==> config.mk <==
export PLATFORM = sky130hd
export DESIGN_NAME = decodeStage
export DESIGN_NICKNAME = d
export VERILOG_FILES = /design/src/verilog/decodePkg.sv /design/src/verilog/decodeStage.sv /design/src/verilog/instrDecode.sv /design/src/verilog/issueRegister.sv /design/src/verilog/loadUseDetect.sv /design/src/verilog/regFile.sv
export VERILOG_INCLUDE_DIRS = /design/src /design/src/include
export SDC_FILE = /design/constraint.sdc
export NUM_CORES = 2
export LEC_CHECK = 0
export ABC_CLOCK_PERIOD_IN_PS = 14150
export BUFFER_PORTS_ARGS = -buffer_cell sky130_fd_sc_hd__buf_4
export CORE_MARGIN = 4
export CORE_UTILIZATION = 28
export CTS_BUF_LIST = sky130_fd_sc_hd__clkbuf_4 sky130_fd_sc_hd__clkbuf_8
export DETAILED_ROUTE_END_ITERATION = 8
export GPL_TIMING_DRIVEN = 0
export PLACE_DENSITY = 0.5
export SLEW_MARGIN = 40
export SYNTH_ARGS = -nofsm -noshare
export SYNTH_HDL_FRONTEND = slang
export SYNTH_SLANG_ARGS = --single-unit
==> constraint.sdc <==
create_clock -name clk -period 14.15 [get_ports clk]
set_input_delay 3.5375 -clock clk [delete_from_list [all_inputs] [get_ports clk]]
set_output_delay 3.5375 -clock clk [all_outputs]
set_load 0.01 [all_outputs]
==> src/include/decode_macros.svh <==
`ifndef DECODE_MACROS_SVH
`define DECODE_MACROS_SVH

//////////////////////
// datapath sizes
//////////////////////

`define XLEN        32 // integer register width.
`define REG_COUNT   32
`define REG_ADDR_W  5  // log2 of the register count.

//////////////////////
// major opcodes
//////////////////////

`define OPC_OP      7'b0110011
`define OPC_OPIMM   7'b0010011
`define OPC_LOAD    7'b0000011
`define OPC_STORE   7'b0100011
`define OPC_LUI     7'b0110111

`endif

==> src/verilog/decodePkg.sv <==
`include "decode_macros.svh"

package decodePkg;

    ////////////////////
    // instruction views
    ////////////////////

    typedef struct packed {
        logic [6:0]             funct7;
        logic [`REG_ADDR_W-1:0] rs2;
        logic [`REG_ADDR_W-1:0] rs1;
        logic [2:0]             funct3;
        logic [`REG_ADDR_W-1:0] rd;
        logic [6:0]             opcode;
    } rFields;

    typedef struct packed {
        logic [11:0]            imm12; // sign bit is imm12[11].
        logic [`REG_ADDR_W-1:0] rs1;
        logic [2:0]             funct3;
        logic [`REG_ADDR_W-1:0] rd;
        logic [6:0]             opcode;
    } iFields;

    typedef struct packed {
        logic [6:0]             immHi;
        logic [`REG_ADDR_W-1:0] rs2;
        logic [`REG_ADDR_W-1:0] rs1;
        logic [2:0]             funct3;
        logic [4:0]             immLo; // sits where rd would be.
        logic [6:0]             opcode;
    } sFields;

    // one fetched word, read through whichever format the opcode selects
    typedef union packed {
        rFields rType;
        iFields iType;
        sFields sType;
    } instrWord;

    ////////////////////
    // control encodings
    ////////////////////

    typedef enum logic [3:0] {
        ALU_ADD,
        ALU_SUB,
        ALU_AND,
        ALU_OR,
        ALU_XOR,
        ALU_SLT,
        ALU_SLL,
        ALU_SRL,
        ALU_PASSB // operand b straight through, for lui.
    } aluOp;

    // values follow funct3 of the load group so the decoder can cast it
    typedef enum logic [2:0] {
        LD_B    = 3'b000,
        LD_H    = 3'b001,
        LD_W    = 3'b010,
        LD_BU   = 3'b100,
        LD_HU   = 3'b101,
        LD_NONE = 3'b111
    } loadSize;

endpackage

==> src/verilog/decodeStage.sv <==
`timescale 1ns/1ps
`include "decode_macros.svh"

module decodeStage (
    input  logic                    clk,
    input  logic                    rstN,
    input  logic                    instrValid,
    input  decodePkg::instrWord     instr,
    input  logic                    wbEn,
    input  logic [`REG_ADDR_W-1:0]  wbAddr,
    input  logic [`XLEN-1:0]        wbData,
    output logic                    stall,
    output logic                    exValid,
    output decodePkg::aluOp         exOp,
    output decodePkg::loadSize      exMemSize,
    output logic                    exRegWrite,
    output logic                    exMemRead,
    output logic                    exMemWrite,
    output logic                    exUseImm,
    output logic [`XLEN-1:0]        exRs1Val,
    output logic [`XLEN-1:0]        exRs2Val,
    output logic [`XLEN-1:0]        exImm,
    output logic [`REG_ADDR_W-1:0]  exRd,
    output logic                    exIllegal
);

    logic [`REG_ADDR_W-1:0] rs1Addr;
    logic [`REG_ADDR_W-1:0] rs2Addr;
    logic [`REG_ADDR_W-1:0] rd;
    logic [`XLEN-1:0]       imm;
    decodePkg::aluOp        op;
    decodePkg::loadSize     memSize;
    logic                   useRs1;
    logic                   useRs2;
    logic                   useImm;
    logic                   regWrite;
    logic                   memRead;
    logic                   memWrite;
    logic                   illegal;
    logic [`XLEN-1:0]       rs1Val;
    logic [`XLEN-1:0]       rs2Val;

    instrDecode decoder (
        .instr, .rs1Addr, .rs2Addr, .rd, .imm, .op, .memSize,
        .useRs1, .useRs2, .useImm, .regWrite, .memRead, .memWrite, .illegal
    );

    regFile gprs (
        .clk, .rstN, .wbEn, .wbAddr, .wbData,
        .rs1Addr, .rs2Addr, .rs1Val, .rs2Val
    );

    // checks against the instruction this stage issued last cycle.
    loadUseDetect hazard (
        .instrValid, .useRs1, .useRs2, .rs1Addr, .rs2Addr,
        .exValid, .exMemRead, .exRd,
        .loadUseStall (stall)
    );

    issueRegister idEx (
        .clk, .rstN, .instrValid,
        .loadUseStall (stall),
        .rs1Val, .rs2Val, .rd, .imm, .op, .memSize,
        .useImm, .regWrite, .memRead, .memWrite, .illegal,
        .exValid, .exOp, .exMemSize, .exRegWrite, .exMemRead, .exMemWrite,
        .exUseImm, .exRs1Val, .exRs2Val, .exImm, .exRd, .exIllegal
    );

endmodule

==> src/verilog/instrDecode.sv <==
`timescale 1ns/1ps
`include "decode_macros.svh"

module instrDecode (
    input  decodePkg::instrWord     instr,
    output logic [`REG_ADDR_W-1:0]  rs1Addr,
    output logic [`REG_ADDR_W-1:0]  rs2Addr,
    output logic [`REG_ADDR_W-1:0]  rd,
    output logic [`XLEN-1:0]        imm,
    output decodePkg::aluOp         op,
    output decodePkg::loadSize      memSize,
    output logic                    useRs1,
    output logic                    useRs2,
    output logic                    useImm,
    output logic                    regWrite,
    output logic                    memRead,
    output logic                    memWrite,
    output logic                    illegal
);

    // register fields sit at the same bits in every format.
    assign rs1Addr = instr.rType.rs1;
    assign rs2Addr = instr.rType.rs2;
    assign rd      = instr.rType.rd;

    always_comb begin
        imm      = '0;
        op       = decodePkg::ALU_ADD; // address add for loads and stores.
        memSize  = decodePkg::LD_NONE;
        useRs1   = 1'b0;
        useRs2   = 1'b0;
        useImm   = 1'b0;
        regWrite = 1'b0;
        memRead  = 1'b0;
        memWrite = 1'b0;
        illegal  = 1'b0;

        case (instr.rType.opcode)
            `OPC_OP: begin
                useRs1   = 1'b1;
                useRs2   = 1'b1;
                regWrite = 1'b1;
                case ({instr.rType.funct7, instr.rType.funct3})
                    {7'h00, 3'b000}: op = decodePkg::ALU_ADD;
                    {7'h20, 3'b000}: op = decodePkg::ALU_SUB;
                    {7'h00, 3'b111}: op = decodePkg::ALU_AND;
                    {7'h00, 3'b110}: op = decodePkg::ALU_OR;
                    {7'h00, 3'b100}: op = decodePkg::ALU_XOR;
                    {7'h00, 3'b010}: op = decodePkg::ALU_SLT;
                    {7'h00, 3'b001}: op = decodePkg::ALU_SLL;
                    {7'h00, 3'b101}: op = decodePkg::ALU_SRL;
                    default:         illegal = 1'b1;
                endcase
            end
            `OPC_OPIMM: begin
                imm      = {{(`XLEN-12){instr.iType.imm12[11]}}, instr.iType.imm12};
                useRs1   = 1'b1;
                useImm   = 1'b1;
                regWrite = 1'b1;
                case (instr.iType.funct3)
                    3'b000:  op = decodePkg::ALU_ADD;
                    3'b111:  op = decodePkg::ALU_AND;
                    3'b110:  op = decodePkg::ALU_OR;
                    3'b100:  op = decodePkg::ALU_XOR;
                    3'b010:  op = decodePkg::ALU_SLT;
                    3'b001:  op = decodePkg::ALU_SLL;
                    3'b101:  op = decodePkg::ALU_SRL;
                    default: illegal = 1'b1;
                endcase
                // shift amounts use imm[4:0]; the upper bits must be zero.
                if (instr.iType.funct3[1:0] == 2'b01 && instr.rType.funct7 != 7'h00) begin
                    illegal = 1'b1;
                end
            end
            `OPC_LOAD: begin
                imm      = {{(`XLEN-12){instr.iType.imm12[11]}}, instr.iType.imm12};
                useRs1   = 1'b1;
                useImm   = 1'b1;
                regWrite = 1'b1;
                memRead  = 1'b1;
                case (instr.iType.funct3)
                    3'b000, 3'b001, 3'b010, 3'b100, 3'b101:
                        memSize = decodePkg::loadSize'(instr.iType.funct3);
                    default: illegal = 1'b1;
                endcase
            end
            `OPC_STORE: begin
                imm = {{(`XLEN-12){instr.sType.immHi[6]}}, instr.sType.immHi,
                       instr.sType.immLo};
                useRs1   = 1'b1;
                useRs2   = 1'b1;
                useImm   = 1'b1;
                memWrite = 1'b1;
                case (instr.sType.funct3)
                    3'b000, 3'b001, 3'b010:
                        memSize = decodePkg::loadSize'(instr.sType.funct3); // access width.
                    default: illegal = 1'b1;
                endcase
            end
            `OPC_LUI: begin
                imm = {instr.iType.imm12, instr.iType.rs1, instr.iType.funct3,
                       {(`XLEN-20){1'b0}}};
                op       = decodePkg::ALU_PASSB;
                useImm   = 1'b1;
                regWrite = 1'b1;
            end
            default: illegal = 1'b1;
        endcase

        // an illegal word reads nothing and writes nothing.
        if (illegal) begin
            memSize  = decodePkg::LD_NONE;
            useRs1   = 1'b0;
            useRs2   = 1'b0;
            regWrite = 1'b0;
            memRead  = 1'b0;
            memWrite = 1'b0;
        end
    end

endmodule

==> src/verilog/issueRegister.sv <==
`timescale 1ns/1ps
`include "decode_macros.svh"

module issueRegister (
    input  logic                    clk,
    input  logic                    rstN,
    input  logic                    instrValid,
    input  logic                    loadUseStall,
    input  logic [`XLEN-1:0]        rs1Val,
    input  logic [`XLEN-1:0]        rs2Val,
    input  logic [`REG_ADDR_W-1:0]  rd,
    input  logic [`XLEN-1:0]        imm,
    input  decodePkg::aluOp         op,
    input  decodePkg::loadSize      memSize,
    input  logic                    useImm,
    input  logic                    regWrite,
    input  logic                    memRead,
    input  logic                    memWrite,
    input  logic                    illegal,
    output logic                    exValid,
    output decodePkg::aluOp         exOp,
    output decodePkg::loadSize      exMemSize,
    output logic                    exRegWrite,
    output logic                    exMemRead,
    output logic                    exMemWrite,
    output logic                    exUseImm,
    output logic [`XLEN-1:0]        exRs1Val,
    output logic [`XLEN-1:0]        exRs2Val,
    output logic [`XLEN-1:0]        exImm,
    output logic [`REG_ADDR_W-1:0]  exRd,
    output logic                    exIllegal
);

    logic issue;

    assign issue = instrValid && !loadUseStall; // consumed this edge.

    ////////////////////
    // control bits
    ////////////////////

    // anything not issued becomes a bubble.
    always_ff @(posedge clk or negedge rstN) begin
        if (!rstN) begin
            exValid    <= 1'b0;
            exRegWrite <= 1'b0;
            exMemRead  <= 1'b0;
            exMemWrite <= 1'b0;
            exIllegal  <= 1'b0;
        end else begin
            exValid    <= issue;
            exRegWrite <= issue && regWrite;
            exMemRead  <= issue && memRead;
            exMemWrite <= issue && memWrite;
            exIllegal  <= issue && illegal;
        end
    end

    ////////////////////
    // payload
    ////////////////////

    // held through bubbles, qualified by exValid downstream.
    always_ff @(posedge clk) begin
        if (issue) begin
            exOp      <= op;
            exMemSize <= memSize;
            exUseImm  <= useImm;
            exRs1Val  <= rs1Val;
            exRs2Val  <= rs2Val;
            exImm     <= imm;
            exRd      <= rd;
        end
    end

    loadIsNotStore: assert property (
        @(posedge clk) disable iff (!rstN)
        exMemRead |-> exRegWrite && !exMemWrite
    ) else $error("issueRegister: load issued without a register write or as a store");

endmodule

==> src/verilog/loadUseDetect.sv <==
`timescale 1ns/1ps
`include "decode_macros.svh"

module loadUseDetect (
    input  logic                    instrValid,
    input  logic                    useRs1,
    input  logic                    useRs2,
    input  logic [`REG_ADDR_W-1:0]  rs1Addr,
    input  logic [`REG_ADDR_W-1:0]  rs2Addr,
    input  logic                    exValid,
    input  logic                    exMemRead,
    input  logic [`REG_ADDR_W-1:0]  exRd,
    output logic                    loadUseStall
);

    logic loadPending;
    logic rs1Hit;
    logic rs2Hit;

    // a load in EX whose result cannot be forwarded in time.
    assign loadPending = exValid && exMemRead && exRd != '0;

    assign rs1Hit = useRs1 && rs1Addr == exRd; // only sources that are read.
    assign rs2Hit = useRs2 && rs2Addr == exRd;

    assign loadUseStall = instrValid && loadPending && (rs1Hit || rs2Hit);

endmodule

==> src/verilog/regFile.sv <==
`timescale 1ns/1ps
`include "decode_macros.svh"

module regFile (
    input  logic                    clk,
    input  logic                    rstN,
    input  logic                    wbEn,
    input  logic [`REG_ADDR_W-1:0]  wbAddr,
    input  logic [`XLEN-1:0]        wbData,
    input  logic [`REG_ADDR_W-1:0]  rs1Addr,
    input  logic [`REG_ADDR_W-1:0]  rs2Addr,
    output logic [`XLEN-1:0]        rs1Val,
    output logic [`XLEN-1:0]        rs2Val
);

    // x0 has no storage.
    logic [`XLEN-1:0] regs [1:`REG_COUNT-1];

    ////////////////////
    // write port
    ////////////////////

    always_ff @(posedge clk or negedge rstN) begin
        if (!rstN) begin
            for (int i = 1; i < `REG_COUNT; i++) begin
                regs[i] <= '0;
            end
        end else if (wbEn && wbAddr != '0) begin
            regs[wbAddr] <= wbData;
        end
    end

    ////////////////////
    // read ports
    ////////////////////

    // same-cycle writeback wins over the stored copy.
    function automatic logic [`XLEN-1:0] readPort(input logic [`REG_ADDR_W-1:0] addr);
        if (addr == '0) begin
            return '0;
        end else if (wbEn && addr == wbAddr) begin
            return wbData;
        end else begin
            return regs[addr];
        end
    endfunction

    always_comb begin
        rs1Val = readPort(rs1Addr);
        rs2Val = readPort(rs2Addr);
    end

    // a value written at one edge reads back from storage on the next cycle.
    writeReadsBack: assert property (
        @(posedge clk) disable iff (!rstN)
        (wbEn && wbAddr != '0) ##1 (rs1Addr == $past(wbAddr) && !(wbEn && wbAddr == rs1Addr))
        |-> rs1Val == $past(wbData)
    ) else $error("regFile: a written register did not read back its value");

endmodule
=== Yosys cells after proc, flatten, opt, wreduce, memory -nomap -nowiden ===
Cells that the tools add are included.

* Word-level logic and storage cells: 142
* Register bits after elaboration: 1106

* Reduce and logical (&&, ||, !) cells: 34
* $lt $le $gt $ge: 4
* Bitwise logic cells: 3
* Equal/unequal tests: 23
* Mux-type cells: 35

{| class="wikitable"
|+ Operators by type and width
! cell !! count
|-
| $bwmux W992 || 1
|-
| $bmux W32 S5 || 2
|-
| $mux W32 || 7
|-
| $demux W32 S5 || 1
|-
| $pmux W32 S3 || 1
|-
| $eq A10 B3 Y1 const B || 4
|-
| $eq A7 B6 Y1 const B || 3
|-
| $pmux W3 S7 || 1
|-
| $eq A5 B5 Y1 || 4
|-
| $ge A6 B6 Y1 const B || 3
|-
| $not A5 Y6 || 3
|-
| $pmux W3 S6 || 1
|-
| $logic_and A1 B1 Y1 || 16
|-
| $mux W1 || 16
|-
| $eq A3 B3 Y1 const B || 4
|-
| $pmux W4 S3 || 1
|-
| $reduce_or A4 Y1 || 3
|-
| $eq A10 B1 Y1 const B || 1
|-
| $eq A10 B2 Y1 const B || 1
|-
| $eq A10 B9 Y1 const B || 1
|-
| $logic_not A10 Y1 || 1
|-
| $logic_not A5 Y1 || 2
|-
| $reduce_bool A5 Y1 || 2
|-
| $reduce_or A8 Y1 || 1
|-
| other kinds (17) || 19
|}

=== Logic depth before layout (Yosys ltp) ===
* Word-level depth: 12
* Depth in mapped cells: 10

=== Hierarchy ===
A second synthesis with hierarchy kept.

* Cells, all modules: 3917
* Area, all modules: 58045.7 um^2

{| class="wikitable"
|+ Modules (own cells, without submodules)
! module !! cells an instance !! seq. area each (um^2) !! area an instance (um^2) !! instances
|-
| regFile || 3659 || 24823.8 || 53706.5 || 1
|-
| issueRegister || 119 || 3398.3 || 3439.5 || 1
|-
| instrDecode || 122 || 0.0 || 768.2 || 1
|-
| loadUseDetect || 17 || 0.0 || 131.4 || 1
|}

=== Least setup slack after synthesis ===
No wires, ideal clock.

* Path kind: input to register
* From: in instr[6] in the netlist's numbering
* To: reg idEx.exValid
* Arrival time: 12.444 ns
* Stages on the path: 5
* Path slack: 0.748 ns
* Required time: 13.192 ns
* Setup time: 0.958 ns
* Path through: nand3b_1 or3_1 a311oi_1 nor3_1 a21boi_0

* Cells in the longest elaborated chain, start to end: 9
* Elaborated cells on any way between the ends: 18
* Those cells by class: eq/ne (5); mux (5); reduce/logical (8)

{| class="wikitable"
|+ RTL lines
! what !! line !! RTL
|-
| start, declared || decodeStage.sv:8 || <nowiki>input decodePkg::instrWord instr,</nowiki>
|-
| $eq A7 B6 Y1 (tied with other cells) || instrDecode.sv:38 || <nowiki>case (instr.rType.opcode)</nowiki>
|-
| $reduce_or A4 Y1 (no source line) or $reduce_or A2 Y1 (tied branches) || - ||
|-
| $mux W1 || instrDecode.sv:38 ||
|-
| $mux W1 || instrDecode.sv:111 || <nowiki>if (illegal) begin</nowiki>
|-
| $logic_and A1 B1 Y1, on equally long branches || loadUseDetect.sv:23, loadUseDetect.sv:24 ||
|-
| $logic_or A1 B1 Y1 * || loadUseDetect.sv:26 || <nowiki>assign loadUseStall = instrValid && loadPending && (rs1Hit || rs2Hit);</nowiki>
|-
| $logic_and A1 B1 Y1 * || loadUseDetect.sv:26 ||
|-
| $logic_not A1 Y1 * || issueRegister.sv:36 || <nowiki>assign issue = instrValid && !loadUseStall;</nowiki>
|-
| $logic_and A1 B1 Y1 * || issueRegister.sv:36 ||
|-
| net idEx.issue || issueRegister.sv:34 || <nowiki>logic issue;</nowiki>
|-
| end signal, assigned || issueRegister.sv:51 || <nowiki>exValid <= issue;</nowiki>
|-
| end, declared || issueRegister.sv:20 || <nowiki>output logic exValid,</nowiki>
|}

The timed path passes the listed nets; every way through them passes the cells marked *.
A chain may end at the register's enable or synchronous reset.

=== Worst setup path after layout ===
* From: in instr[21] in the netlist's numbering
* To: out stall

* Cells in the longest elaborated chain, start to end: 4

{| class="wikitable"
|+ RTL lines
! what !! line !! RTL
|-
| $eq A5 B5 Y1 || loadUseDetect.sv:24 || <nowiki>assign rs2Hit = useRs2 && rs2Addr == exRd;</nowiki>
|-
| $logic_and A1 B1 Y1 || loadUseDetect.sv:24 ||
|-
| $logic_or A1 B1 Y1 || loadUseDetect.sv:26 ||
|-
| $logic_and A1 B1 Y1 || loadUseDetect.sv:26 ||
|-
| end, declared || decodeStage.sv:12 || <nowiki>output logic stall,</nowiki>
|}

Every way passes these cells.

==> results.json <==
{
  "startpoint_type": "input pin",
  "synth_ff_type": "dfrtp_1",
  "clk_latency_ns": 1.01,
  "netlist_top_cells_area": "dfrtp_1 43%, mux2_2 21%, mux4_2 12%, edfxtp_1 5.6%, mux2i_1 4.4%",
  "grt_use_total_pct": 27.0,
  "cp_slowest_cell": "buf_4",
  "p_sw_w": 0.00293,
  "fp-row-count": 167,
  "max-clock-path-buffers": 3,
  "hold_viol": 0,
  "cp.required_ns": 10.61,
  "cts_tree": "done",
  "grt_first_pass_wirelength_um": 395000,
  "grt_max_degree": 108,
  "vias": 44900,
  "initial_core_util_pct": 28.2,
  "synthArstFlopShare_pct": 90.1,
  "drc_errors": 0,
  "synth_warnings": 0,
  "dp_slack_ns": 4.02,
  "crit_buf_inv": 6,
  "drive_gt1_share_pct": 49.9,
  "path_max_fanout": 10,
  "portBuffers": 180,
  "switching_share_pct": 30.6,
  "clkTransAtPathRegs_ns": 0.06,
  "hold_class": "flop to flop",
  "leakage_nw": 29.9,
  "nFillCells": 20500,
  "worst_slew_pin_slew_ns": 1.03,
  "antenna_found_initial": 35,
  "r2r_cells": 10,
  "peakVddDrop_mv": 0.110,
  "syn2layout_area_growth_pct": 18.4,
  "p_clk_share_pct": 34.4,
  "via_per_inst": 5.98,
  "synth_cells": 4102,
  "cts_hold_buf": 0,
  "dr.pass1.iters": 5,
  "cts.repair.resized": 0,
  "dp_hpwl_um": 207000,
  "wl_per_cell_um": 40.0,
  "end_kind": "primary output",
  "grt_setup_unrepaired": "false",
  "synth_cell_types": 70,
  "gp_congestion": 0.995,
  "synth-edff-count": 109,
  "path_common_cell": "buf_4",
  "intPower_w": 0.00666,
  "fin_cells": 7505,
  "synth-seq-cells": 1106,
  "numCtsBuffers": 200,
  "yosysTopAreaCell": "dfrtp_1",
  "finalCritPeriodShare_pct": 72.3,
  "p_per_area_nw_per_um2": 138,
  "timing.hold.ws_ns": 0.519,
  "root_buffer": "clkbuf_8",
  "fin_crit_ns": 10.23,
  "path_class": "input pin to primary output",
  "cp.depth": 10,
  "overflow": 0,
  "seqPwrFrac_pct": 44.1,
  "dp.cells": 7127,
  "synth_area_per_cell_um2": 14.3,
  "nets": 4614,
  "cpPeakStageDelay_ns": 0.62,
  "htreeDepth": 4,
  "p_comb_share_pct": 21.5,
  "setup_viol": 0,
  "tns_ns": 0,
  "die-area_um2": 216000,
  "cts_sinks": 1106,
  "arrival_ns": 6.69,
  "cp_top_family": "buffers and inverters",
  "slew-limit-headroom_pct": 31.4,
  "maxCapViolations": 0,
  "drtAntennaViolNets": 0,
  "syn-cell-area_um2": 58500,
  "layout_setup_ws_ns": 3.92,
  "synth_top_area_share_pct": 42.6,
  "ys_seq_area_share_pct": 48.2,
  "detail_route.iter0.violations": 5951,
  "slew_viol_final": 0,
  "fmax_mhz": 97.8,
  "post_cts_buffers": 0,
  "run_status": "finished, final reports clean",
  "die_h_um": 465,
  "holdPathStages": 1,
  "grt_pass1_vias": 43600,
  "clock-skew-final_ns": 0.0588,
  "die_x_um": 465,
  "syn_nets": 4175,
  "crit_chain": "buf_4 -> buf_4 -> buf_4 -> buf_4 -> buf_6 -> xnor2_1 -> nand3_1 -> a211oi_2 -> and3_1 -> buf_4",
  "ioPinCount": 188,
  "core_um2": 207000,
  "wl_um": 300000
}
synth_stat cells (13+ instances only):
library cell	instances
o21ai_0	69
or3_1	18
a221oi_1	37
nand3_1	25
mux2i_1	258
nor3_1	16
buf_4	29
o31ai_1	19
mux4_2	324
and2_1	13
a2111oi_0	20
edfxtp_1	109
a31oi_1	17
o211ai_1	18
o22ai_1	53
a21oi_1	57
nor2b_1	41
dfrtp_1	997
mux2_2	1086
o221ai_1	51
clkbuf_1	187
a211oi_1	24
a22o_1	23
o32a_1	16
nand2_1	52
o22a_1	17
buf_1	70
buf_2	123
a21o_1	19
a22oi_1	52
nor2_1	93
kinds of logic (layout without fill, tap and decap cells):
logic type                after synthesis  in the layout  share of synthesized area, %
AOI/OAI and AO/OA                     536            536                          6.71
xor gates and xnor gates               21             21                         0.314
buffers and inverters                 437           1028                          3.64
DFF                                  1106           1106                          48.2
muxes                                1682           1682                          38.3
other                                   0             24                             0
and+or+nand+nor                       320            320                          2.83
sequential cells by signal, indices dropped and copies added (netlist names):
register / flops
gprs.regs: 992
idEx.exImm: 32
idEx.exRs1Val: 32
idEx.exRs2Val: 32
idEx.exRd: 5
idEx.exOp: 4
idEx.exMemSize: 3
idEx.exIllegal: 1
idEx.exMemRead: 1
idEx.exMemWrite: 1
idEx.exRegWrite: 1
idEx.exUseImm: 1
idEx.exValid: 1
layout make-up:
cell class	instances	area, µm²	area share, %
Sequential cell	1106	28200	40.7
Buffer	431	2300	3.32
Inverter	6	22.5	0.0325
Timing Repair Buffer	237	2750	3.97
Tap cell	2788	3490	5.03
Clock buffer	322	3930	5.67
Clock inverter	32	305	0.441
Multi-Input combinational cell	2559	28200	40.7
Antenna cell	24	60.1	0.0867
power groups by stage:
stage | Clock (W) | Combinational, W | Sequential, W
floorplan | 0 | 0.00132 | 0.00413
CTS | 0.00333 | 0.00203 | 0.00421
finish | 0.00330 | 0.00206 | 0.00423
global placement | 0 | 0.00196 | 0.00424
global route | 0.00347 | 0.00216 | 0.00429
detailed placement | 0 | 0.00202 | 0.00426
path summary, 6_finish.rpt:
path	from	end	slack (ns)
max	instr[21]	stall	3.92
min	gprs.regs[100]	gprs.regs[100]	0.52
max reg2reg	idEx.exRd[0]	idEx.exRs2Val[11]	10.80
min reg2reg	gprs.regs[100]	gprs.regs[100]	0.52
max in group asynchronous	rstN	gprs.regs[47]	9.52
min in group asynchronous	rstN	gprs.regs[167]	2.37
cell usage in the layout (no fill, tap or decap), types with 86 or more instances in the layout:
master and n:
mux2_2 1086, dfrtp_1 997, mux4_2 324, mux2i_1 258
clkbuf_8 242, buf_4 215, buf_2 165, edfxtp_1 109
clkbuf_1 98, nor2_1 89, clkbuf_4 86
routing by layer:
layer	share of wire [%]	routed length, µm	global-route usage, %	vias to the layer above
met5	0.029	88	0.198	-
met4	7.5	22700	17.2	10
met3	11	33200	8.98	874
met2	42	126000	38.7	3203
met1	39	118000	34.8	23900
li1	-	-	-	16900
stage by stage:
step                power [W]  area, µm²  utilization, %
finish                0.00959      69300            33.4
floorplan             0.00545      58500               -
detailed placement    0.00628      65000            31.3
global route          0.00991      69300            33.4
global placement      0.00620      63400            30.5
CTS                   0.00957      69200            33.4
Power figures use the tool's default switching activity.
